--- src/pc_dec_consts.svh ---
`ifndef PC_DEC_CONSTS_SVH
`define PC_DEC_CONSTS_SVH

//---------------------------------------------------------------------------
// Polar decoder front end sizes
//---------------------------------------------------------------------------

// Frame length, one codeword
`define PC_N      32

// Bit address width, log2 of frame length
`define PC_NLOG2  5

`define PC_LLR_W  4   // Channel LLR width, two's complement
`define PC_TAG_W  4   // Frame tag width

`endif

--- src/pc_dec_pkg.sv ---
`default_nettype none

`include "pc_dec_consts.svh"

package pc_dec_pkg;

  //-------------------------------------------------------------------------
  // Scalar types
  //-------------------------------------------------------------------------

  typedef logic signed [`PC_LLR_W-1:0] llr_t;      // Signed soft bit
  typedef logic        [`PC_TAG_W-1:0] tag_t;      // User tag
  typedef logic        [`PC_NLOG2-1:0] bit_addr_t; // Position inside frame
  typedef logic        [`PC_NLOG2:0]   dlen_t;     // 0..N, one extra bit

  // One write into the frame buffer
  typedef struct packed {
    logic      write;     // Strobe
    logic      full;      // Last word of the frame
    bit_addr_t llr_addr;  // Bit reversed stream index
    bit_addr_t frzb_addr; // Position from reliability table
    llr_t      llr;
    logic      frzb;      // Frozen flag
    tag_t      tag;
    dlen_t     dlen;
  } wr_word_t;

  // One output word, natural order
  typedef struct packed {
    logic  sop;
    logic  eop;
    llr_t  llr;
    logic  frzb;
    tag_t  tag;
    dlen_t dlen;
  } out_word_t;

  // Reliability order for N = 32, least reliable position first
  localparam bit_addr_t rel_tab [`PC_N] = '{
    5'd0,  5'd1,  5'd2,  5'd4,  5'd8,  5'd16, 5'd3,  5'd5,
    5'd9,  5'd6,  5'd17, 5'd10, 5'd18, 5'd12, 5'd20, 5'd24,
    5'd7,  5'd11, 5'd19, 5'd13, 5'd14, 5'd21, 5'd26, 5'd25,
    5'd22, 5'd28, 5'd15, 5'd23, 5'd27, 5'd29, 5'd30, 5'd31
  };

endpackage

`default_nettype wire

--- src/pc_dec_frame_buffer.sv ---
`default_nettype none

`include "pc_dec_consts.svh"

module pc_dec_frame_buffer (
  input  logic                  iclk,
  input  logic                  ireset,
  // Write side
  input  pc_dec_pkg::wr_word_t  wr,
  output logic                  full_any,
  output logic                  empty_all,
  // Read side
  input  pc_dec_pkg::bit_addr_t rd_addr,
  input  logic                  rd_en,
  input  logic                  rd_release,
  output logic                  rd_avail,
  output pc_dec_pkg::llr_t      rd_llr,
  output logic                  rd_frzb,
  output pc_dec_pkg::tag_t      rd_tag,
  output pc_dec_pkg::dlen_t     rd_dlen
);

  //-------------------------------------------------------------------------
  // Storage, two banks
  //-------------------------------------------------------------------------

  pc_dec_pkg::llr_t  llr_mem  [2][`PC_N];  // LLRs, bit reversed order
  logic              frzb_mem [2][`PC_N];  // Frozen map
  pc_dec_pkg::tag_t  tag_mem  [2];
  pc_dec_pkg::dlen_t dlen_mem [2];

  logic       wbank;      // Bank being written
  logic       rbank;      // Bank being read
  logic [1:0] bank_full;  // Per bank, frame complete

  //-------------------------------------------------------------------------
  // Bank pointers and full state
  //-------------------------------------------------------------------------

  always_ff @(posedge iclk or posedge ireset) begin
    if (ireset) begin
      wbank     <= 1'b0;
      rbank     <= 1'b0;
      bank_full <= '0;
    end else begin
      if (wr.write && wr.full) begin
        bank_full[wbank] <= 1'b1;  // Visible the cycle after the last write
        wbank            <= ~wbank;
      end
      if (rd_release) begin
        bank_full[rbank] <= 1'b0;
        rbank            <= ~rbank;
      end
    end
  end

  // Write port
  always_ff @(posedge iclk) begin
    if (wr.write) begin
      llr_mem[wbank][wr.llr_addr]   <= wr.llr;
      frzb_mem[wbank][wr.frzb_addr] <= wr.frzb;
      tag_mem[wbank]                <= wr.tag;   // Same on every word
      dlen_mem[wbank]               <= wr.dlen;
    end
  end

  // Read port, one cycle latency
  always_ff @(posedge iclk) begin
    if (rd_en) begin
      rd_llr  <= llr_mem[rbank][rd_addr];
      rd_frzb <= frzb_mem[rbank][rd_addr];
    end
  end

  assign rd_avail  = bank_full[rbank];
  assign rd_tag    = tag_mem[rbank];   // Stable until release
  assign rd_dlen   = dlen_mem[rbank];
  assign full_any  = &bank_full;       // No free bank
  assign empty_all = ~|bank_full;

  //-------------------------------------------------------------------------
  // Checks on the source and sink handshakes
  //-------------------------------------------------------------------------

  a_no_overwrite : assert property (@(posedge iclk) disable iff (ireset)
    wr.write |-> !bank_full[wbank])
    else $error("write into full bank %0d", wbank);

  a_release_full : assert property (@(posedge iclk) disable iff (ireset)
    rd_release |-> bank_full[rbank])
    else $error("release of empty bank %0d", rbank);

endmodule

`default_nettype wire

--- src/pc_dec_front.sv ---
`default_nettype none

module pc_dec_front (
  input  logic                  iclk,
  input  logic                  ireset,
  // Frame input
  input  pc_dec_pkg::dlen_t     dlen,
  input  logic                  sop,
  input  logic                  val,
  input  logic                  eop,
  input  pc_dec_pkg::llr_t      llr,
  input  pc_dec_pkg::tag_t      tag,
  output logic                  rdy,
  output logic                  busy,
  // Frame output
  output pc_dec_pkg::out_word_t out,
  output logic                  out_valid,
  input  logic                  out_ready
);

  //-------------------------------------------------------------------------
  // Internal links
  //-------------------------------------------------------------------------

  pc_dec_pkg::wr_word_t  wr;          // Source to buffer
  logic                  full_any;
  logic                  empty_all;
  logic                  rd_avail;    // Buffer to sink
  pc_dec_pkg::llr_t      rd_llr;
  logic                  rd_frzb;
  pc_dec_pkg::tag_t      rd_tag;
  pc_dec_pkg::dlen_t     rd_dlen;
  pc_dec_pkg::bit_addr_t rd_addr;     // Sink to buffer
  logic                  rd_en;
  logic                  rd_release;

  // Input reorder and frozen map
  pc_dec_source i_source (
    .iclk      (iclk),
    .ireset    (ireset),
    .dlen      (dlen),
    .sop       (sop),
    .val       (val),
    .eop       (eop),
    .llr       (llr),
    .tag       (tag),
    .rdy       (rdy),
    .busy      (busy),
    .full_any  (full_any),
    .empty_all (empty_all),
    .wr        (wr)
  );

  // Ping pong storage
  pc_dec_frame_buffer i_buffer (
    .iclk       (iclk),
    .ireset     (ireset),
    .wr         (wr),
    .full_any   (full_any),
    .empty_all  (empty_all),
    .rd_addr    (rd_addr),
    .rd_en      (rd_en),
    .rd_release (rd_release),
    .rd_avail   (rd_avail),
    .rd_llr     (rd_llr),
    .rd_frzb    (rd_frzb),
    .rd_tag     (rd_tag),
    .rd_dlen    (rd_dlen)
  );

  // Natural order readout
  pc_dec_sink i_sink (
    .iclk       (iclk),
    .ireset     (ireset),
    .rd_avail   (rd_avail),
    .rd_llr     (rd_llr),
    .rd_frzb    (rd_frzb),
    .rd_tag     (rd_tag),
    .rd_dlen    (rd_dlen),
    .rd_addr    (rd_addr),
    .rd_en      (rd_en),
    .rd_release (rd_release),
    .out        (out),
    .out_valid  (out_valid),
    .out_ready  (out_ready)
  );

endmodule

`default_nettype wire

--- src/pc_dec_sink.sv ---
`default_nettype none

`include "pc_dec_consts.svh"

module pc_dec_sink (
  input  logic                   iclk,
  input  logic                   ireset,
  // Buffer read side
  input  logic                   rd_avail,
  input  pc_dec_pkg::llr_t       rd_llr,
  input  logic                   rd_frzb,
  input  pc_dec_pkg::tag_t       rd_tag,
  input  pc_dec_pkg::dlen_t      rd_dlen,
  output pc_dec_pkg::bit_addr_t  rd_addr,
  output logic                   rd_en,
  output logic                   rd_release,
  // Output stream
  output pc_dec_pkg::out_word_t  out,
  output logic                   out_valid,
  input  logic                   out_ready
);

  logic                  s1_valid;  // Read data waiting in buffer register
  pc_dec_pkg::bit_addr_t s1_addr;   // Its address, for sop and eop
  logic                  rd_done;   // All 32 reads issued for this bank
  logic                  move;      // Stage 1 into output register

  assign move       = s1_valid & (~out_valid | out_ready);
  assign rd_en      = rd_avail & ~rd_done & (~s1_valid | move);
  assign rd_release = out_valid & out_ready & out.eop;  // Last word taken

  //-------------------------------------------------------------------------
  // Pipeline control
  //-------------------------------------------------------------------------

  always_ff @(posedge iclk or posedge ireset) begin
    if (ireset) begin
      rd_addr   <= '0;
      rd_done   <= 1'b0;
      s1_valid  <= 1'b0;
      out_valid <= 1'b0;
    end else begin
      if (rd_en) begin
        rd_addr <= rd_addr + 1'b1;  // Wraps to 0 for next frame
        if (rd_addr == `PC_N-1) begin
          rd_done <= 1'b1;
        end
      end
      if (rd_release) begin
        rd_done <= 1'b0;  // Next bank may start
      end
      if (rd_en) begin
        s1_valid <= 1'b1;
      end else if (move) begin
        s1_valid <= 1'b0;
      end
      if (move) begin
        out_valid <= 1'b1;
      end else if (out_ready) begin
        out_valid <= 1'b0;
      end
    end
  end

  // Address stage and output register
  always_ff @(posedge iclk) begin
    if (rd_en) begin
      s1_addr <= rd_addr;
    end
    if (move) begin
      out.sop  <= (s1_addr == '0);
      out.eop  <= (s1_addr == `PC_N-1);
      out.llr  <= rd_llr;
      out.frzb <= rd_frzb;
      out.tag  <= rd_tag;
      out.dlen <= rd_dlen;
    end
  end

  // Bank under read stays full until this side releases it
  a_bank_held : assert property (@(posedge iclk) disable iff (ireset)
    (rd_addr != '0 || rd_done) |-> rd_avail)
    else $error("read bank emptied before release");

endmodule

`default_nettype wire

--- src/pc_dec_source.sv ---
`default_nettype none

`include "pc_dec_consts.svh"

module pc_dec_source (
  input  logic                  iclk,
  input  logic                  ireset,
  // Frame input
  input  pc_dec_pkg::dlen_t     dlen,
  input  logic                  sop,
  input  logic                  val,
  input  logic                  eop,
  input  pc_dec_pkg::llr_t      llr,
  input  pc_dec_pkg::tag_t      tag,
  output logic                  rdy,
  output logic                  busy,
  // Buffer state
  input  logic                  full_any,
  input  logic                  empty_all,
  // Buffer write port
  output pc_dec_pkg::wr_word_t  wr
);

  // Reverse the bit order of an address
  function automatic pc_dec_pkg::bit_addr_t bit_rev(input pc_dec_pkg::bit_addr_t a);
    pc_dec_pkg::bit_addr_t r;
    for (int i = 0; i < `PC_NLOG2; i++) begin
      r[i] = a[`PC_NLOG2-1-i];
    end
    return r;
  endfunction

  logic                  acc;       // Word taken this cycle
  logic                  in_frame;  // Between sop and eop
  pc_dec_pkg::bit_addr_t k_la;      // Look ahead stream index
  pc_dec_pkg::bit_addr_t k_cur;     // Index of the word on the bus
  pc_dec_pkg::dlen_t     dlen_q;
  pc_dec_pkg::dlen_t     dlen_cur;
  pc_dec_pkg::tag_t      tag_q;
  pc_dec_pkg::tag_t      tag_cur;
  logic                  write_q;
  logic                  full_q;
  pc_dec_pkg::bit_addr_t llr_addr_q;
  pc_dec_pkg::bit_addr_t frzb_addr_q;
  pc_dec_pkg::llr_t      llr_q;
  logic                  frzb_q;

  assign acc      = val & rdy;
  assign k_cur    = sop ? '0 : k_la;      // Index restarts on sop
  assign dlen_cur = sop ? dlen : dlen_q;  // Same cycle value on sop
  assign tag_cur  = sop ? tag : tag_q;

  //-------------------------------------------------------------------------
  // Control state
  //-------------------------------------------------------------------------

  always_ff @(posedge iclk or posedge ireset) begin
    if (ireset) begin
      write_q  <= 1'b0;
      full_q   <= 1'b0;
      in_frame <= 1'b0;
      k_la     <= '0;
    end else begin
      write_q <= acc;
      full_q  <= acc & eop;  // Frame index 31
      if (acc) begin
        k_la     <= k_cur + 1'b1;
        in_frame <= ~eop;
      end
    end
  end

  //-------------------------------------------------------------------------
  // Write payload, one cycle after acceptance
  //-------------------------------------------------------------------------

  always_ff @(posedge iclk) begin
    if (acc) begin
      if (llr == {1'b1, {(`PC_LLR_W-1){1'b0}}}) begin  // Most negative code
        llr_q <= {1'b0, {(`PC_LLR_W-1){1'b1}}};          // Saturate to max
      end else begin
        llr_q <= -llr;                                   // Decoder sign convention
      end
      llr_addr_q  <= bit_rev(k_cur);
      frzb_addr_q <= pc_dec_pkg::rel_tab[k_cur];
      frzb_q      <= ({1'b0, k_cur} >= dlen_cur);        // Beyond info length
      dlen_q      <= dlen_cur;
      tag_q       <= tag_cur;
    end
  end

  always_comb begin
    wr.write     = write_q;
    wr.full      = full_q;
    wr.llr_addr  = llr_addr_q;
    wr.frzb_addr = frzb_addr_q;
    wr.llr       = llr_q;
    wr.frzb      = frzb_q;
    wr.tag       = tag_q;
    wr.dlen      = dlen_q;
  end

  assign rdy  = ~full_q & ~full_any;                // Hold off on last word or no bank
  assign busy = in_frame | write_q | ~empty_all;    // Anything still in flight

  // A frame always ends on its 32nd word
  a_frame_len : assert property (@(posedge iclk) disable iff (ireset)
    acc && eop |-> k_cur == `PC_N-1)
    else $error("eop accepted at stream index %0d", k_cur);

endmodule

`default_nettype wire
--- config.mk ---
export PLATFORM = sky130hd
export DESIGN_NAME = pc_dec_front
export DESIGN_NICKNAME = d
export VERILOG_FILES = /design/src/pc_dec_pkg.sv /design/src/pc_dec_frame_buffer.sv /design/src/pc_dec_front.sv /design/src/pc_dec_sink.sv /design/src/pc_dec_source.sv
export VERILOG_INCLUDE_DIRS = /design/src /design/src/src
export SDC_FILE = /design/constraint.sdc
export NUM_CORES = 1
export LEC_CHECK = 0
export BUFFER_PORTS_ARGS = -buffer_cell sky130_fd_sc_hd__buf_2
export CELL_PAD_IN_SITES_DETAIL_PLACEMENT = 1
export CELL_PAD_IN_SITES_GLOBAL_PLACEMENT = 2
export CORE_UTILIZATION = 48
export CTS_CLUSTER_DIAMETER = 60
export DETAILED_ROUTE_END_ITERATION = 10
export GPL_ROUTABILITY_DRIVEN = 0
export PLACE_DENSITY = 0.82
export RECOVER_POWER = 50
export SLEW_MARGIN = 40
export SYNTH_ARGS = -nofsm -noshare
export SYNTH_HDL_FRONTEND = slang
export SYNTH_HIERARCHICAL = 1
export SYNTH_SLANG_ARGS = --single-unit
--- constraint.sdc ---
create_clock -name iclk -period 2.76 [get_ports iclk]
set_input_delay 0.276 -clock iclk [delete_from_list [all_inputs] [get_ports iclk]]
set_output_delay 0.276 -clock iclk [all_outputs]
set_load 0.01 [all_outputs]
==> impl_metrics.py <==
metrics = {
    "critical_path": {
        "worst_path_max_delay_cell": "dfrtp_1",
        "cp_data_arrival_time_ps": 3110,
        "critPathKind": "register to register",
        "crit_chain": "clkbuf_1 > nor3b_1 > a22oi_1 > nand4_1 > mux2_2",
        "startpoint_type": "register",
        "regToRegSetupSlack_ps": 70,
        "cp.required_ps": 3180,
        "endpoint_kind": "register",
        "worstPathMaxFanout": 16,
        "reg2reg_to": "i_buffer/rd_frzb",
        "max_stage_delay_ps": 770,
        "r2r_start": "i_sink/rd_addr[2]",
        "reg2reg_depth": 5,
    },
    "placement": {
        "port_buffers": 39,
        "pre_cts_slack_ps": 330,
        "hpwl_microns": 25800,
    },
    "cells_and_area": {
        "num-nets-final": 1081,
        "diodes": 0,
        "layout_common_cells": "edfxtp_1, nor2_1, mux4_2, clkbuf_16, nand2_1",
        "final_common_cell": "edfxtp_1",
        "synthToLayoutAreaGrowth_pct": 12.9,
        "layout-drive-gt1-share_pct": 20.8,
        "nFillCells": 3132,
    },
    "grt": {
        "grt_pass1_vias": 9561,
        "gr-usage-met2_pct": 39.0,
        "grt_pass1_wl_microns": 61500,
        "busiest_layer": "met2",
        "antenna_found_initial": 0,
        "grt_use_met3_pct": 4.48,
        "gr-usage-met1_pct": 31.2,
        "gr-total-overflow": 0,
        "grt_use_total_pct": 23.5,
        "grt_max_degree": 65,
    },
    "yosys": {
        "synth_area_sq_um": 16900,
        "ys_types": 55,
        "ys_seq_area_share_pct": 72.6,
        "synth_flop_cell": "edfxtp_1",
        "synth_edf_count": 392,
        "syn_avg_cell_area_sq_um": 17.4,
        "synth-simple-area-share_pct": 7.78,
        "syn_inst": 972,
        "synth_seq_cells": 412,
        "yosysWarnings": 6,
        "synth-compound-area-share_pct": 3.44,
        "yosys-mux-area-fraction_pct": 12.7,
        "synth_top_family_by_area": "multiplexers",
        "syn-num-nets": 1008,
        "synthXorXnorAreaFrac_pct": 0.259,
        "async_reset_ff_share_pct": 4.85,
        "synth_adder_area_share_pct": 1.18,
    },
    "clocking": {
        "post-cts-setup-buffer-count": 0,
        "cts_buffers": 45,
        "clk_path_buf_depth": 3,
        "cts_sinks": 412,
        "cts_tree": "yes",
        "clk_latency_ps": 560,
        "cts_resized": 0,
        "clockRootBuffer": "clkbuf_16",
        "cts_hold_buffers": 8,
        "cts_htree_levels": 2,
        "path_clk_slew_ps": 60,
    },
    "routing": {
        "drtAntennaViolNets": 0,
        "vias_per_cell": 5.91,
        "finalWirelength_microns": 40400,
        "initialDrtViolationCount": 768,
        "post_drt_wl_per_cell_microns": 26.4,
        "dr_total_vias": 9032,
        "dr.pass1.iters": 5,
        "drc": 0,
    },
    "sta": {
        "rsz0062_at_grt": "no",
        "max_freq_mhz": 372,
        "worst_slack_ps": 72.4,
        "fin_worst_skew_ps": 21.3,
        "setup_viol": 0,
        "worst_pin_slew_ps": 1430,
        "finalHoldViolCount": 0,
        "maxSlewViolCount": 0,
        "finalSetupTns_ps": 0,
        "min_period_over_period_pct": 97.4,
        "fin_crit_ps": 2690,
        "slew_headroom_pct": 4.65,
    },
    "worst_hold_path": {
        "min_to": "i_sink/out_valid",
        "min-delay-start": "out_ready",
        "holdPathStages": 3,
        "hold_class": "input port to register",
    },
    "floorplan": {
        "row_count": 68,
        "die_w_microns": 190,
        "core_region_area_sq_um": 34600,
        "die_area_sq_um": 36000,
        "start_util_pct": 48.8,
        "io_pins": 40,
        "die_h_microns": 190,
    },
    "pwr": {
        "p_leak_nw": 6.21,
        "p_total_mw": 19.2,
        "ir_drop_mv": 0.644,
        "power_density_nw_per_um2": 1010,
    },
    "job": {
        "max_cap_violations": 0,
    },
    "status": {
        "status": "finished clean",
    },
}
state kept, by name, indices dropped and copies added (netlist names), 6 cells and up:
signal and cells:
i_buffer/dlen_mem 12, i_buffer/frzb_mem 64, i_buffer/llr_mem 256, i_buffer/tag_mem 8
i_sink/out 17, i_source/dlen_q 6
worst max-delay path, delay by kind of cell (launching register included):
kind                   cells  cell delay, ps
AOI/OAI and AO/OA          1             200
buffers and inverters      1             670
DFF                        1             770
muxes                      1             150
and+or+nand+nor            2             760
cell usage after synthesis, drive strengths merged (4+ instances only):
cell type | count | share of area (%)
clkbuf | 28 | 0.62
a31oi | 5 | 0.19
and3b | 5 | 0.26
o221ai | 6 | 0.31
and2 | 5 | 0.19
nand2b | 12 | 0.44
edfxtp | 392 | 70
ha | 16 | 1.2
mux2 | 20 | 1.3
mux2i | 12 | 0.71
or3b | 8 | 0.41
buf | 25 | 0.99
nor2 | 151 | 3.4
inv | 16 | 0.36
dfrtp | 20 | 3.0
o21ai | 8 | 0.24
nor2b | 15 | 0.56
and3 | 4 | 0.16
mux4 | 80 | 11
nand3b | 15 | 0.67
o22ai | 16 | 0.63
nand3 | 15 | 0.44
nand2 | 31 | 0.69
a21oi | 12 | 0.36
a22o | 4 | 0.21
a22oi | 14 | 0.68
how the worst max path moves through the flow:
stage                       from                 endpoint  depth (start not counted)
3_5_place_dp    i_source/k_la[0]  i_source/frzb_addr_q[3]                          7
5_1_grt                      sop          i_source/frzb_q                          8
6_report       i_sink/rd_addr[2]         i_buffer/rd_frzb                          5
2_1_floorplan                sop  i_source/frzb_addr_q[3]                          8
4_1_cts         i_source/k_la[0]  i_source/frzb_addr_q[3]                          7
3_3_place_gp    i_source/k_la[0]  i_source/frzb_addr_q[3]                          7
final cells by class:
type | count | area [sq um] | area share, %
clock buffer | 54 | 1160 | 6.08
timing repair buffer | 79 | 527 | 2.76
clock inverter | 22 | 193 | 1.01
tap | 455 | 569 | 2.98
multi-input combinational | 490 | 4290 | 22.5
sequential | 412 | 12300 | 64.3
inverter | 17 | 68.8 | 0.361
routing by layer:
| metal | part of all wire (%) | wire length [microns] |
|---|---|---|
| met5 | 0 | 0 |
| met4 | 2.8 | 1140 |
| met3 | 5.6 | 2280 |
| met2 | 50 | 20300 |
| met1 | 41 | 16700 |
logic make-up (layout without fill, tap and decap cells):
family	after synthesis	in the layout
xor gates and xnor gates	5	5
and+or+nand+nor	277	277
muxes	112	112
DFF	412	412
buffers and inverters	70	172
AOI/OAI and AO/OA	80	80
adders and majority gates	16	16
power breakdown:
part / switching [mW] / total (mW) / internal, mW
Clock: 2.34 / 5.61 / 3.27
Sequential: 0.589 / 8.37 / 7.78
Combinational: 2.99 / 5.24 / 2.25
through the flow:
stage	instance area (sq um)	utilization (%)	hold slack [ps]	std cells
2_1_floorplan	16900	-	42.1	972
3_3_place_gp	17700	51.1	215	1445
3_5_place_dp	17700	51.1	217	1445
4_1_cts	19100	55.3	35.4	1529
5_1_grt	19100	55.1	53.5	1529
6_report	19100	55.1	60.5	1529
Note: power is estimated with default switching activity, not from simulation.
